$ cat config.mk
export PLATFORM = sky130hd
export DESIGN_NAME = eq_top
export DESIGN_NICKNAME = d
export VERILOG_FILES = /design/src/pix_pkg.sv /design/src/eq_pkg.sv /design/src/stream_fifo.sv /design/src/stencil_spec.sv /design/src/line_buffer.sv /design/src/stencil_impl.sv /design/src/eq_top.sv
export VERILOG_INCLUDE_DIRS = /design/src
export SDC_FILE = /design/constraint.sdc
export NUM_CORES = 1
export LEC_CHECK = 0
export ABC_CLOCK_PERIOD_IN_PS = 4800
export BUFFER_PORTS_ARGS = -buffer_cell sky130_fd_sc_hd__clkbuf_2
export CORE_MARGIN = 2
export CORE_UTILIZATION = 30
export DETAILED_ROUTE_END_ITERATION = 8
export HOLD_SLACK_MARGIN = 0.12
export PLACE_DENSITY = 0.55
export SYNTH_ARGS = -nofsm -noshare
export SYNTH_HDL_FRONTEND = slang
export SYNTH_SLANG_ARGS = --single-unit
$ cat constraint.sdc
create_clock -name clk -period 4.8 [get_ports clk]
set_input_delay 0.24 -clock clk [delete_from_list [all_inputs] [get_ports clk]]
set_output_delay 0.24 -clock clk [all_outputs]
set_load 0.05 [all_outputs]
$ cat src/eq_cfg.svh
// Image geometry and pixel width shared by both blur models
// Include wherever the image size or pixel width is needed
`ifndef EQ_CFG_SVH
`define EQ_CFG_SVH

// Image width in pixels
`define IMG_W 8

// Image height in pixels
`define IMG_H 6

// Bits per pixel
`define PIX_W 8

`endif

$ cat src/pix_pkg.sv
// Datapath types for the 3x3 Gaussian blur models
// Shared by the spec model, the line buffer and the row-combine stage
`default_nettype none
`include "eq_cfg.svh"

package pix_pkg;

    typedef logic [`PIX_W-1:0] pixel_t;

    // top + 2*middle + bottom needs two extra bits
    typedef logic [`PIX_W+1:0] colsum_t;

    typedef struct packed {
        logic    emit;
        colsum_t sum;
    } col_tag_t;

    // Nine taps in row-major order with column 2 the newest
    typedef logic [8:0][`PIX_W-1:0] window_t;

    typedef logic [$clog2(`IMG_W)-1:0] xcoord_t;
    typedef logic [$clog2(`IMG_H)-1:0] ycoord_t;

endpackage

`default_nettype wire

$ cat src/eq_pkg.sv
// Types for the equivalence wrapper
// Phase of the check and the cycle counter that stops on completion
`default_nettype none

package eq_pkg;

    typedef enum logic [1:0] {
        RUNNING = 2'd0,
        SETTLE  = 2'd1,
        DONE    = 2'd2
    } phase_t;

    typedef logic [15:0] cycle_t;

endpackage

`default_nettype wire

$ cat src/stream_fifo.sv
// Two-entry valid/ready FIFO for any payload type
// Used on the pixel input and the column-sum slice of model b
`timescale 1ns/1ps
`default_nettype none

module stream_fifo #(
    parameter type payload_t = logic [7:0]
) (
    input  logic     clk,
    input  logic     rst_init,
    input  payload_t in_data,
    input  logic     in_valid,
    output logic     in_ready,
    output payload_t out_data,
    output logic     out_valid,
    input  logic     out_ready
);
    payload_t   mem [2];
    logic       wr_ptr;
    logic       rd_ptr;
    logic [1:0] count;
    logic       push;
    logic       pop;

    assign in_ready  = (count != 2'd2);
    assign out_valid = (count != 2'd0);
    assign out_data  = mem[rd_ptr];
    assign push      = in_valid && in_ready;
    assign pop       = out_valid && out_ready;

    always_ff @(posedge clk) begin
        if (push) begin
            mem[wr_ptr] <= in_data;
        end
    end

    always_ff @(posedge clk) begin
        if (rst_init) begin
            wr_ptr <= 1'b0;
            rd_ptr <= 1'b0;
            count  <= 2'd0;
        end else begin
            if (push) begin
                wr_ptr <= ~wr_ptr;
            end
            if (pop) begin
                rd_ptr <= ~rd_ptr;
            end
            case ({push, pop})
                2'b10:   count <= count + 2'd1;
                2'b01:   count <= count - 2'd1;
                default: count <= count;
            endcase
        end
    end

endmodule

`default_nettype wire

$ cat src/stencil_spec.sv
// High-level model a of the 3x3 Gaussian blur over a raster pixel stream
// Keeps two rows and a full window and weights all nine taps directly
`timescale 1ns/1ps
`default_nettype none
`include "eq_cfg.svh"

module stencil_spec (
    input  logic            clk,
    input  logic            rst_init,
    input  pix_pkg::pixel_t in_data,
    input  logic            in_valid,
    output logic            in_ready,
    output pix_pkg::pixel_t out_data,
    output logic            out_valid,
    input  logic            out_ready,
    output logic            done
);
    import pix_pkg::*;

    localparam int SUM_W = `PIX_W + 4;
    localparam int N_OUT = (`IMG_W - 2) * (`IMG_H - 2);
    localparam int CNT_W = $clog2(N_OUT + 1);

    pixel_t           row_top [`IMG_W];
    pixel_t           row_mid [`IMG_W];
    window_t          win;
    window_t          win_next;
    xcoord_t          x;
    ycoord_t          y;
    logic             accept;
    logic             in_pos;
    logic [SUM_W-1:0] wsum;
    logic [CNT_W-1:0] out_cnt;

    // Output register must be free or draining
    assign in_ready = !out_valid || out_ready;
    assign accept   = in_valid && in_ready;
    assign in_pos   = (x >= xcoord_t'(2)) && (y >= ycoord_t'(2));

    always_comb begin
        for (int r = 0; r < 3; r++) begin
            win_next[r*3]   = win[r*3+1];
            win_next[r*3+1] = win[r*3+2];
        end
        win_next[2] = row_top[x];
        win_next[5] = row_mid[x];
        win_next[8] = in_data;
    end

    // 1 2 1 / 2 4 2 / 1 2 1
    assign wsum = SUM_W'(win_next[0]) + (SUM_W'(win_next[1]) << 1) + SUM_W'(win_next[2])
                + (SUM_W'(win_next[3]) << 1) + (SUM_W'(win_next[4]) << 2)
                + (SUM_W'(win_next[5]) << 1)
                + SUM_W'(win_next[6]) + (SUM_W'(win_next[7]) << 1) + SUM_W'(win_next[8]);

    always_ff @(posedge clk) begin
        if (accept) begin
            win         <= win_next;
            row_top[x]  <= row_mid[x];
            row_mid[x]  <= in_data;
        end
    end

    always_ff @(posedge clk) begin
        if (rst_init) begin
            x <= '0;
            y <= '0;
        end else if (accept) begin
            if (x == xcoord_t'(`IMG_W - 1)) begin
                x <= '0;
                y <= (y == ycoord_t'(`IMG_H - 1)) ? '0 : y + 1'b1;
            end else begin
                x <= x + 1'b1;
            end
        end
    end

    always_ff @(posedge clk) begin
        if (rst_init) begin
            out_valid <= 1'b0;
        end else if (accept && in_pos) begin
            out_valid <= 1'b1;
        end else if (out_ready) begin
            out_valid <= 1'b0;
        end
    end

    always_ff @(posedge clk) begin
        if (accept && in_pos) begin
            out_data <= wsum[SUM_W-1:4];
        end
    end

    // Done the cycle after the last output leaves
    always_ff @(posedge clk) begin
        if (rst_init) begin
            out_cnt <= '0;
            done    <= 1'b0;
        end else if (out_valid && out_ready && !done) begin
            out_cnt <= out_cnt + 1'b1;
            if (out_cnt == CNT_W'(N_OUT - 1)) begin
                done <= 1'b1;
            end
        end
    end

endmodule

`default_nettype wire

$ cat src/line_buffer.sv
// Line buffer of model b that turns pixels into weighted vertical column sums
// Each sum is tagged when its column completes a full 3x3 window
`timescale 1ns/1ps
`default_nettype none
`include "eq_cfg.svh"

module line_buffer (
    input  logic              clk,
    input  logic              rst_init,
    input  pix_pkg::pixel_t   in_data,
    input  logic              in_valid,
    output logic              in_ready,
    output pix_pkg::col_tag_t out_data,
    output logic              out_valid,
    input  logic              out_ready
);
    import pix_pkg::*;

    pixel_t  row_top [`IMG_W];
    pixel_t  row_mid [`IMG_W];
    xcoord_t x;
    ycoord_t y;
    logic    accept;
    logic    in_pos;
    colsum_t col_sum;

    assign in_ready = !out_valid || out_ready;
    assign accept   = in_valid && in_ready;
    assign in_pos   = (x >= xcoord_t'(2)) && (y >= ycoord_t'(2));

    // Vertical 1 2 1 over the two stored rows and the new pixel
    assign col_sum = colsum_t'(row_top[x]) + (colsum_t'(row_mid[x]) << 1)
                   + colsum_t'(in_data);

    always_ff @(posedge clk) begin
        if (accept) begin
            row_top[x] <= row_mid[x];
            row_mid[x] <= in_data;
        end
    end

    always_ff @(posedge clk) begin
        if (rst_init) begin
            x <= '0;
            y <= '0;
        end else if (accept) begin
            if (x == xcoord_t'(`IMG_W - 1)) begin
                x <= '0;
                y <= (y == ycoord_t'(`IMG_H - 1)) ? '0 : y + 1'b1;
            end else begin
                x <= x + 1'b1;
            end
        end
    end

    // Every pixel in yields one column out whether tagged or not
    always_ff @(posedge clk) begin
        if (rst_init) begin
            out_valid <= 1'b0;
        end else if (accept) begin
            out_valid <= 1'b1;
        end else if (out_ready) begin
            out_valid <= 1'b0;
        end
    end

    always_ff @(posedge clk) begin
        if (accept) begin
            out_data.emit <= in_pos;
            out_data.sum  <= col_sum;
        end
    end

endmodule

`default_nettype wire

$ cat src/stencil_impl.sv
// Separable 3x3 Gaussian blur of model b built from FIFOs and a line buffer
// Column sums from the line buffer are combined horizontally at the end
`timescale 1ns/1ps
`default_nettype none
`include "eq_cfg.svh"

module stencil_impl (
    input  logic            clk,
    input  logic            rst_init,
    input  pix_pkg::pixel_t in_data,
    input  logic            in_valid,
    output logic            in_ready,
    output pix_pkg::pixel_t out_data,
    output logic            out_valid,
    input  logic            out_ready,
    output logic            done
);
    import pix_pkg::*;

    localparam int SUM_W = `PIX_W + 4;
    localparam int N_OUT = (`IMG_W - 2) * (`IMG_H - 2);
    localparam int CNT_W = $clog2(N_OUT + 1);

    pixel_t           fifo_pix;
    logic             fifo_pix_valid;
    logic             fifo_pix_ready;
    col_tag_t         lb_col;
    logic             lb_valid;
    logic             lb_ready;
    col_tag_t         slice_col;
    logic             slice_valid;
    logic             slice_ready;
    logic             slice_pop;
    colsum_t          col_hist [2];
    logic [SUM_W-1:0] row_sum;
    logic [CNT_W-1:0] out_cnt;

    stream_fifo #(.payload_t(pixel_t)) u_in_fifo (
        .clk       (clk),
        .rst_init  (rst_init),
        .in_data   (in_data),
        .in_valid  (in_valid),
        .in_ready  (in_ready),
        .out_data  (fifo_pix),
        .out_valid (fifo_pix_valid),
        .out_ready (fifo_pix_ready)
    );

    line_buffer u_line_buf (
        .clk       (clk),
        .rst_init  (rst_init),
        .in_data   (fifo_pix),
        .in_valid  (fifo_pix_valid),
        .in_ready  (fifo_pix_ready),
        .out_data  (lb_col),
        .out_valid (lb_valid),
        .out_ready (lb_ready)
    );

    stream_fifo #(.payload_t(col_tag_t)) u_slice_fifo (
        .clk       (clk),
        .rst_init  (rst_init),
        .in_data   (lb_col),
        .in_valid  (lb_valid),
        .in_ready  (lb_ready),
        .out_data  (slice_col),
        .out_valid (slice_valid),
        .out_ready (slice_ready)
    );

    // Slice FIFO waits while a result sits unaccepted
    assign slice_ready = !out_valid || out_ready;
    assign slice_pop   = slice_valid && slice_ready;

    // Horizontal 1 2 1 over the two previous columns and the incoming one
    assign row_sum = SUM_W'(col_hist[0]) + (SUM_W'(col_hist[1]) << 1)
                   + SUM_W'(slice_col.sum);

    always_ff @(posedge clk) begin
        if (slice_pop) begin
            col_hist[0] <= col_hist[1];
            col_hist[1] <= slice_col.sum;
        end
    end

    always_ff @(posedge clk) begin
        if (rst_init) begin
            out_valid <= 1'b0;
        end else if (slice_pop && slice_col.emit) begin
            out_valid <= 1'b1;
        end else if (out_ready) begin
            out_valid <= 1'b0;
        end
    end

    always_ff @(posedge clk) begin
        if (slice_pop && slice_col.emit) begin
            out_data <= row_sum[SUM_W-1:4];
        end
    end

    always_ff @(posedge clk) begin
        if (rst_init) begin
            out_cnt <= '0;
            done    <= 1'b0;
        end else if (out_valid && out_ready && !done) begin
            out_cnt <= out_cnt + 1'b1;
            if (out_cnt == CNT_W'(N_OUT - 1)) begin
                done <= 1'b1;
            end
        end
    end

endmodule

`default_nettype wire

$ cat src/eq_top.sv
// Equivalence wrapper that drives the spec and implementation blur models
// from one stream and tracks the cycle count and phase of the check
`timescale 1ns/1ps
`default_nettype none

module eq_top (
    input  logic            clk,
    input  logic            rst_init,
    input  pix_pkg::pixel_t in_data,
    input  logic            in_valid,
    output logic            in_ready,
    input  logic            out_ready,
    output pix_pkg::pixel_t a_out_data,
    output logic            a_out_valid,
    output pix_pkg::pixel_t b_out_data,
    output logic            b_out_valid,
    output logic            a_done,
    output logic            b_done,
    output eq_pkg::cycle_t  cycle_count,
    output eq_pkg::phase_t  phase
);
    import eq_pkg::*;

    logic a_in_ready;
    logic b_in_ready;
    logic in_fire;
    logic both_done;

    // Both models take a pixel only when both can
    assign in_ready  = a_in_ready && b_in_ready;
    assign in_fire   = in_valid && in_ready;
    assign both_done = a_done && b_done;

    always_ff @(posedge clk) begin
        if (rst_init) begin
            cycle_count <= '0;
        end else if (!both_done) begin
            cycle_count <= cycle_count + 1'b1;
        end
    end

    always_ff @(posedge clk) begin
        if (rst_init) begin
            phase <= RUNNING;
        end else begin
            case (phase)
                RUNNING: phase <= both_done ? SETTLE : RUNNING;
                SETTLE:  phase <= DONE;
                default: phase <= DONE;
            endcase
        end
    end

    stencil_spec u_spec_a (
        .clk       (clk),
        .rst_init  (rst_init),
        .in_data   (in_data),
        .in_valid  (in_fire),
        .in_ready  (a_in_ready),
        .out_data  (a_out_data),
        .out_valid (a_out_valid),
        .out_ready (out_ready),
        .done      (a_done)
    );

    stencil_impl u_impl_b (
        .clk       (clk),
        .rst_init  (rst_init),
        .in_data   (in_data),
        .in_valid  (in_fire),
        .in_ready  (b_in_ready),
        .out_data  (b_out_data),
        .out_valid (b_out_valid),
        .out_ready (out_ready),
        .done      (b_done)
    );

endmodule

`default_nettype wire

==> results.py <==
metrics = {
    "worst_setup_path": {
        "start_kind": "flop",
        "cpPeakStageDelay_ns": 0.55,
        "worstSetupPathType": "reg2reg",
        "regToRegStartpoint": "u_spec_a.win[10]",
        "required_ns": 5.14,
        "rr_endpoint": "u_spec_a.out_data[5]",
        "cp_num_buf_inv": 6,
        "slowest_stage": "fa_1",
        "rrSetupSlack_ns": -0.02,
        "reg2reg_depth": 21,
        "endpoint_kind": "flop",
        "cpMostUsedCell": "fa_1",
        "crit_chain": "ha_4, a211oi_2, nor2_2, buf_4, o21a_1, nor2_2, xnor2_2, fa_1, inv_2, fa_1, inv_2, fa_1, inv_1, fa_1, inv_2, ha_4, a21o_1, a21oi_2, o21ai_2, buf_4, xor2_1",
        "crit_family": "adder cells",
        "critPathMaxFanout": 2,
        "critPathArrivalTime_ns": 5.17,
    },
    "global_routing": {
        "grt_pass1_wl_mm": 56.1,
        "grt_pass1_vias": 9979,
        "grt.total_usage_pct": 10.9,
        "antenna_found_initial": 0,
        "gr-usage-met3_pct": 2.40,
        "use_met1_pct": 14.6,
        "grt_max_degree": 50,
        "top_usage_layer": "met2",
        "grtUsageMet2_pct": 17.6,
        "overflow": 0,
    },
    "yosys": {
        "synth_edf_count": 389,
        "netlist.area_leader.share_pct": 61.0,
        "async_flop_share_pct": 0,
        "synth_most_common_cell": "edfxtp_1",
        "ys_warn_count": 0,
        "ys_ff_latch": 450,
        "synth_seq_area_share_pct": 67.3,
        "yosys-top-cells-count": "edfxtp_1, inv_1, nor2_1",
        "synthesis.area_um2": 19200,
        "ys.flop_type": "edfxtp_1",
        "syn_avg_cell_area_um2": 17.2,
        "synth.area.top_cells": "edfxtp_1, mux4_2, fa_1",
        "yosysTopAreaCell": "edfxtp_1",
        "ys_types": 50,
        "syn_nets": 1235,
        "synthCells": 1111,
    },
    "placed_design": {
        "placed_cell_area_um2": 21000,
        "gp_congestion": 0.760,
        "io_buffers": 50,
        "hpwl_mm": 22.4,
        "placed_cells": 2040,
    },
    "hold_path": {
        "min_from": "in_data[5]",
        "holdPathStages": 1,
        "hold_class": "in2reg",
        "hold_end": "u_spec_a.win[69]",
    },
    "die": {
        "start_util_pct": 30.4,
        "dieArea_um2": 65900,
        "core_um2": 63100,
        "ios": 51,
        "die_w_um": 257,
        "rows": 92,
        "fp.dieH_um": 257,
    },
    "cts": {
        "cts.clk_slew.worst_paths_ns": 0.06,
        "cts_root_buffer": "clkbuf_16",
        "cts_tree": "yes",
        "clk_latency_ns": 0.58,
        "cts.sinks": 450,
        "htreeDepth": 2,
        "clk_path_buf_depth": 3,
        "numCtsBuffers": 48,
    },
    "routing": {
        "via_per_inst": 4.45,
        "drc_errors": 0,
        "dr_total_vias": 9504,
        "post_drt_wl_per_cell_um": 16.5,
        "antenna_left": 0,
        "drt-initial-drc-count": 589,
        "routed_wl_mm": 35.3,
        "drt_pass1_iterations": 7,
    },
    "timing": {
        "finalCritPeriodShare_pct": 101,
        "clock_skew_ns": 0.0284,
        "worstMarginPinSlew_ns": 1.12,
        "fmax_ghz": 0.207,
        "finalSetupViolCount": 3,
        "slew_violations": 0,
        "rsz0062_at_grt": "true",
        "fin_ws_ns": -0.0242,
        "hold_violations": 0,
        "period_needed_ns": 4.82,
        "slew_headroom_pct": 25.1,
    },
    "finish": {
        "nets": 1379,
        "layout-drive-gt1-share_pct": 27.1,
        "stdcell_count": 2137,
        "areaGrowthSynthToFinish_pct": 18.9,
        "n_antenna_cell": 0,
        "utilization_pct": 36.1,
        "final_area_um2": 22800,
    },
    "run_status": {
        "status": "finished with violations",
        "violations": "setup timing",
    },
    "job": {
        "max_cap_violations": 0,
    },
}
[layout make-up]
cell class / instances / area [um2]
Inverter: 100 / 375
Clock buffer: 66 / 1320
Sequential cell: 450 / 12900
Multi-Input combinational cell: 533 / 6030
Clock inverter: 20 / 219
Timing Repair Buffer: 122 / 883
Fill cell: 6002 / 40300
Tap cell: 846 / 1060
[cell families (layout without fill, tap and decap cells)]
group / after synthesis / count (layout) / synth area share [%]
DFF: 450 / 450 / 67.3
AOI/OAI and AO/OA: 77 / 77 / 2.70
adders and majority gates: 112 / 112 / 9.86
buffers and inverters: 128 / 308 / 2.57
and+or+nand+nor: 169 / 169 / 4.28
muxes: 121 / 121 / 10.8
xor gates and xnor gates: 54 / 54 / 2.47
[per-layer routing]
metal  vias up  wire length, um
met3        56             1380
met1      4890            16600
li1       4420                -
met5         -                0
met2       138            16500
met4         0              805
[worst max path at each step]
stage	endpoint	cells after the start	slack [ns]	startpoint
detailed placement	u_spec_a.out_data[7]	18	-0.31	u_spec_a.win[17]
global placement	u_spec_a.out_data[7]	18	-0.24	u_spec_a.win[17]
finish	u_spec_a.out_data[5]	21	-0.02	u_spec_a.win[10]
floorplan	u_spec_a.out_data[7]	18	-0.004	u_spec_a.win[17]
global route	u_spec_a.out_data[7]	18	-0.25	u_spec_a.win[17]
CTS	u_spec_a.out_data[6]	20	-0.09	u_spec_a.win[16]
[worst register-to-register path: cells and delay by family (launching register included)]
family	cells	cell delay, ns
fa+ha+maj	6	2.48
simple gates	2	0.23
xor+xnor	2	0.22
compound gates	5	0.77
buf+inv	6	0.46
flops	1	0.43
[cells in the final DEF (no fill, tap or decap), types with 23 or more instances in the layout]
| cell type | synthesis | final |
|---|---|---|
| edfxtp_1 | 389 | 389 |
| inv_1 | 98 | 87 |
| nor2_1 | 69 | 66 |
| mux4_2 | 64 | 64 |
| fa_1 | 65 | 61 |
| dfxtp_1 | 61 | 59 |
| buf_4 | 0 | 59 |
| clkbuf_2 | 1 | 50 |
| clkbuf_16 | 0 | 48 |
| mux2_2 | 42 | 40 |
| ha_1 | 47 | 40 |
| nand2_1 | 27 | 27 |
| xnor2_1 | 28 | 27 |
| xor2_1 | 26 | 25 |
| a21oi_1 | 28 | 23 |
[sequential cells by signal (all words and copies together), names as in the netlist, 2 cells and up, named ones only]
name / flops
u_impl_b.u_line_buf.row_mid: 64
u_impl_b.u_line_buf.row_top: 64
u_spec_a.row_mid: 64
u_spec_a.row_top: 64
u_spec_a.win: 48
u_impl_b.u_slice_fifo.mem: 22
u_impl_b.col_hist: 20
cycle_count: 16
u_impl_b.u_in_fifo.mem: 16
u_impl_b.u_line_buf.out_data: 11
u_impl_b.out_data: 8
u_spec_a.out_data: 8
u_impl_b.out_cnt: 5
u_spec_a.out_cnt: 5
u_impl_b.u_line_buf.x: 3
u_impl_b.u_line_buf.y: 3
u_spec_a.x: 3
u_spec_a.y: 3
phase: 2
u_impl_b.u_in_fifo.count: 2
u_impl_b.u_slice_fifo.count: 2
[per-stage QoR]
step                worst slack, ns  setup TNS, ns  hold slack [ns]
floorplan                  -0.00382       -0.00382            0.339
global placement             -0.243         -0.784            0.424
detailed placement           -0.311          -1.13            0.433
CTS                         -0.0932         -0.250            0.122
global route                 -0.246         -0.903            0.149
finish                      -0.0242        -0.0595            0.144
[timing repair]
action,CTS,global route
pin swaps,38,18
buffers inserted,2,2
hold buffers,6,0
gates cloned,1,0
endpoints found under the hold margin,45,0
setup endpoints to repair,6,6
resized for setup,30,11
Power is left out: the tool's default activity adds up to more than one toggle a clock period on the data nets, which glitch-free logic cannot reach.
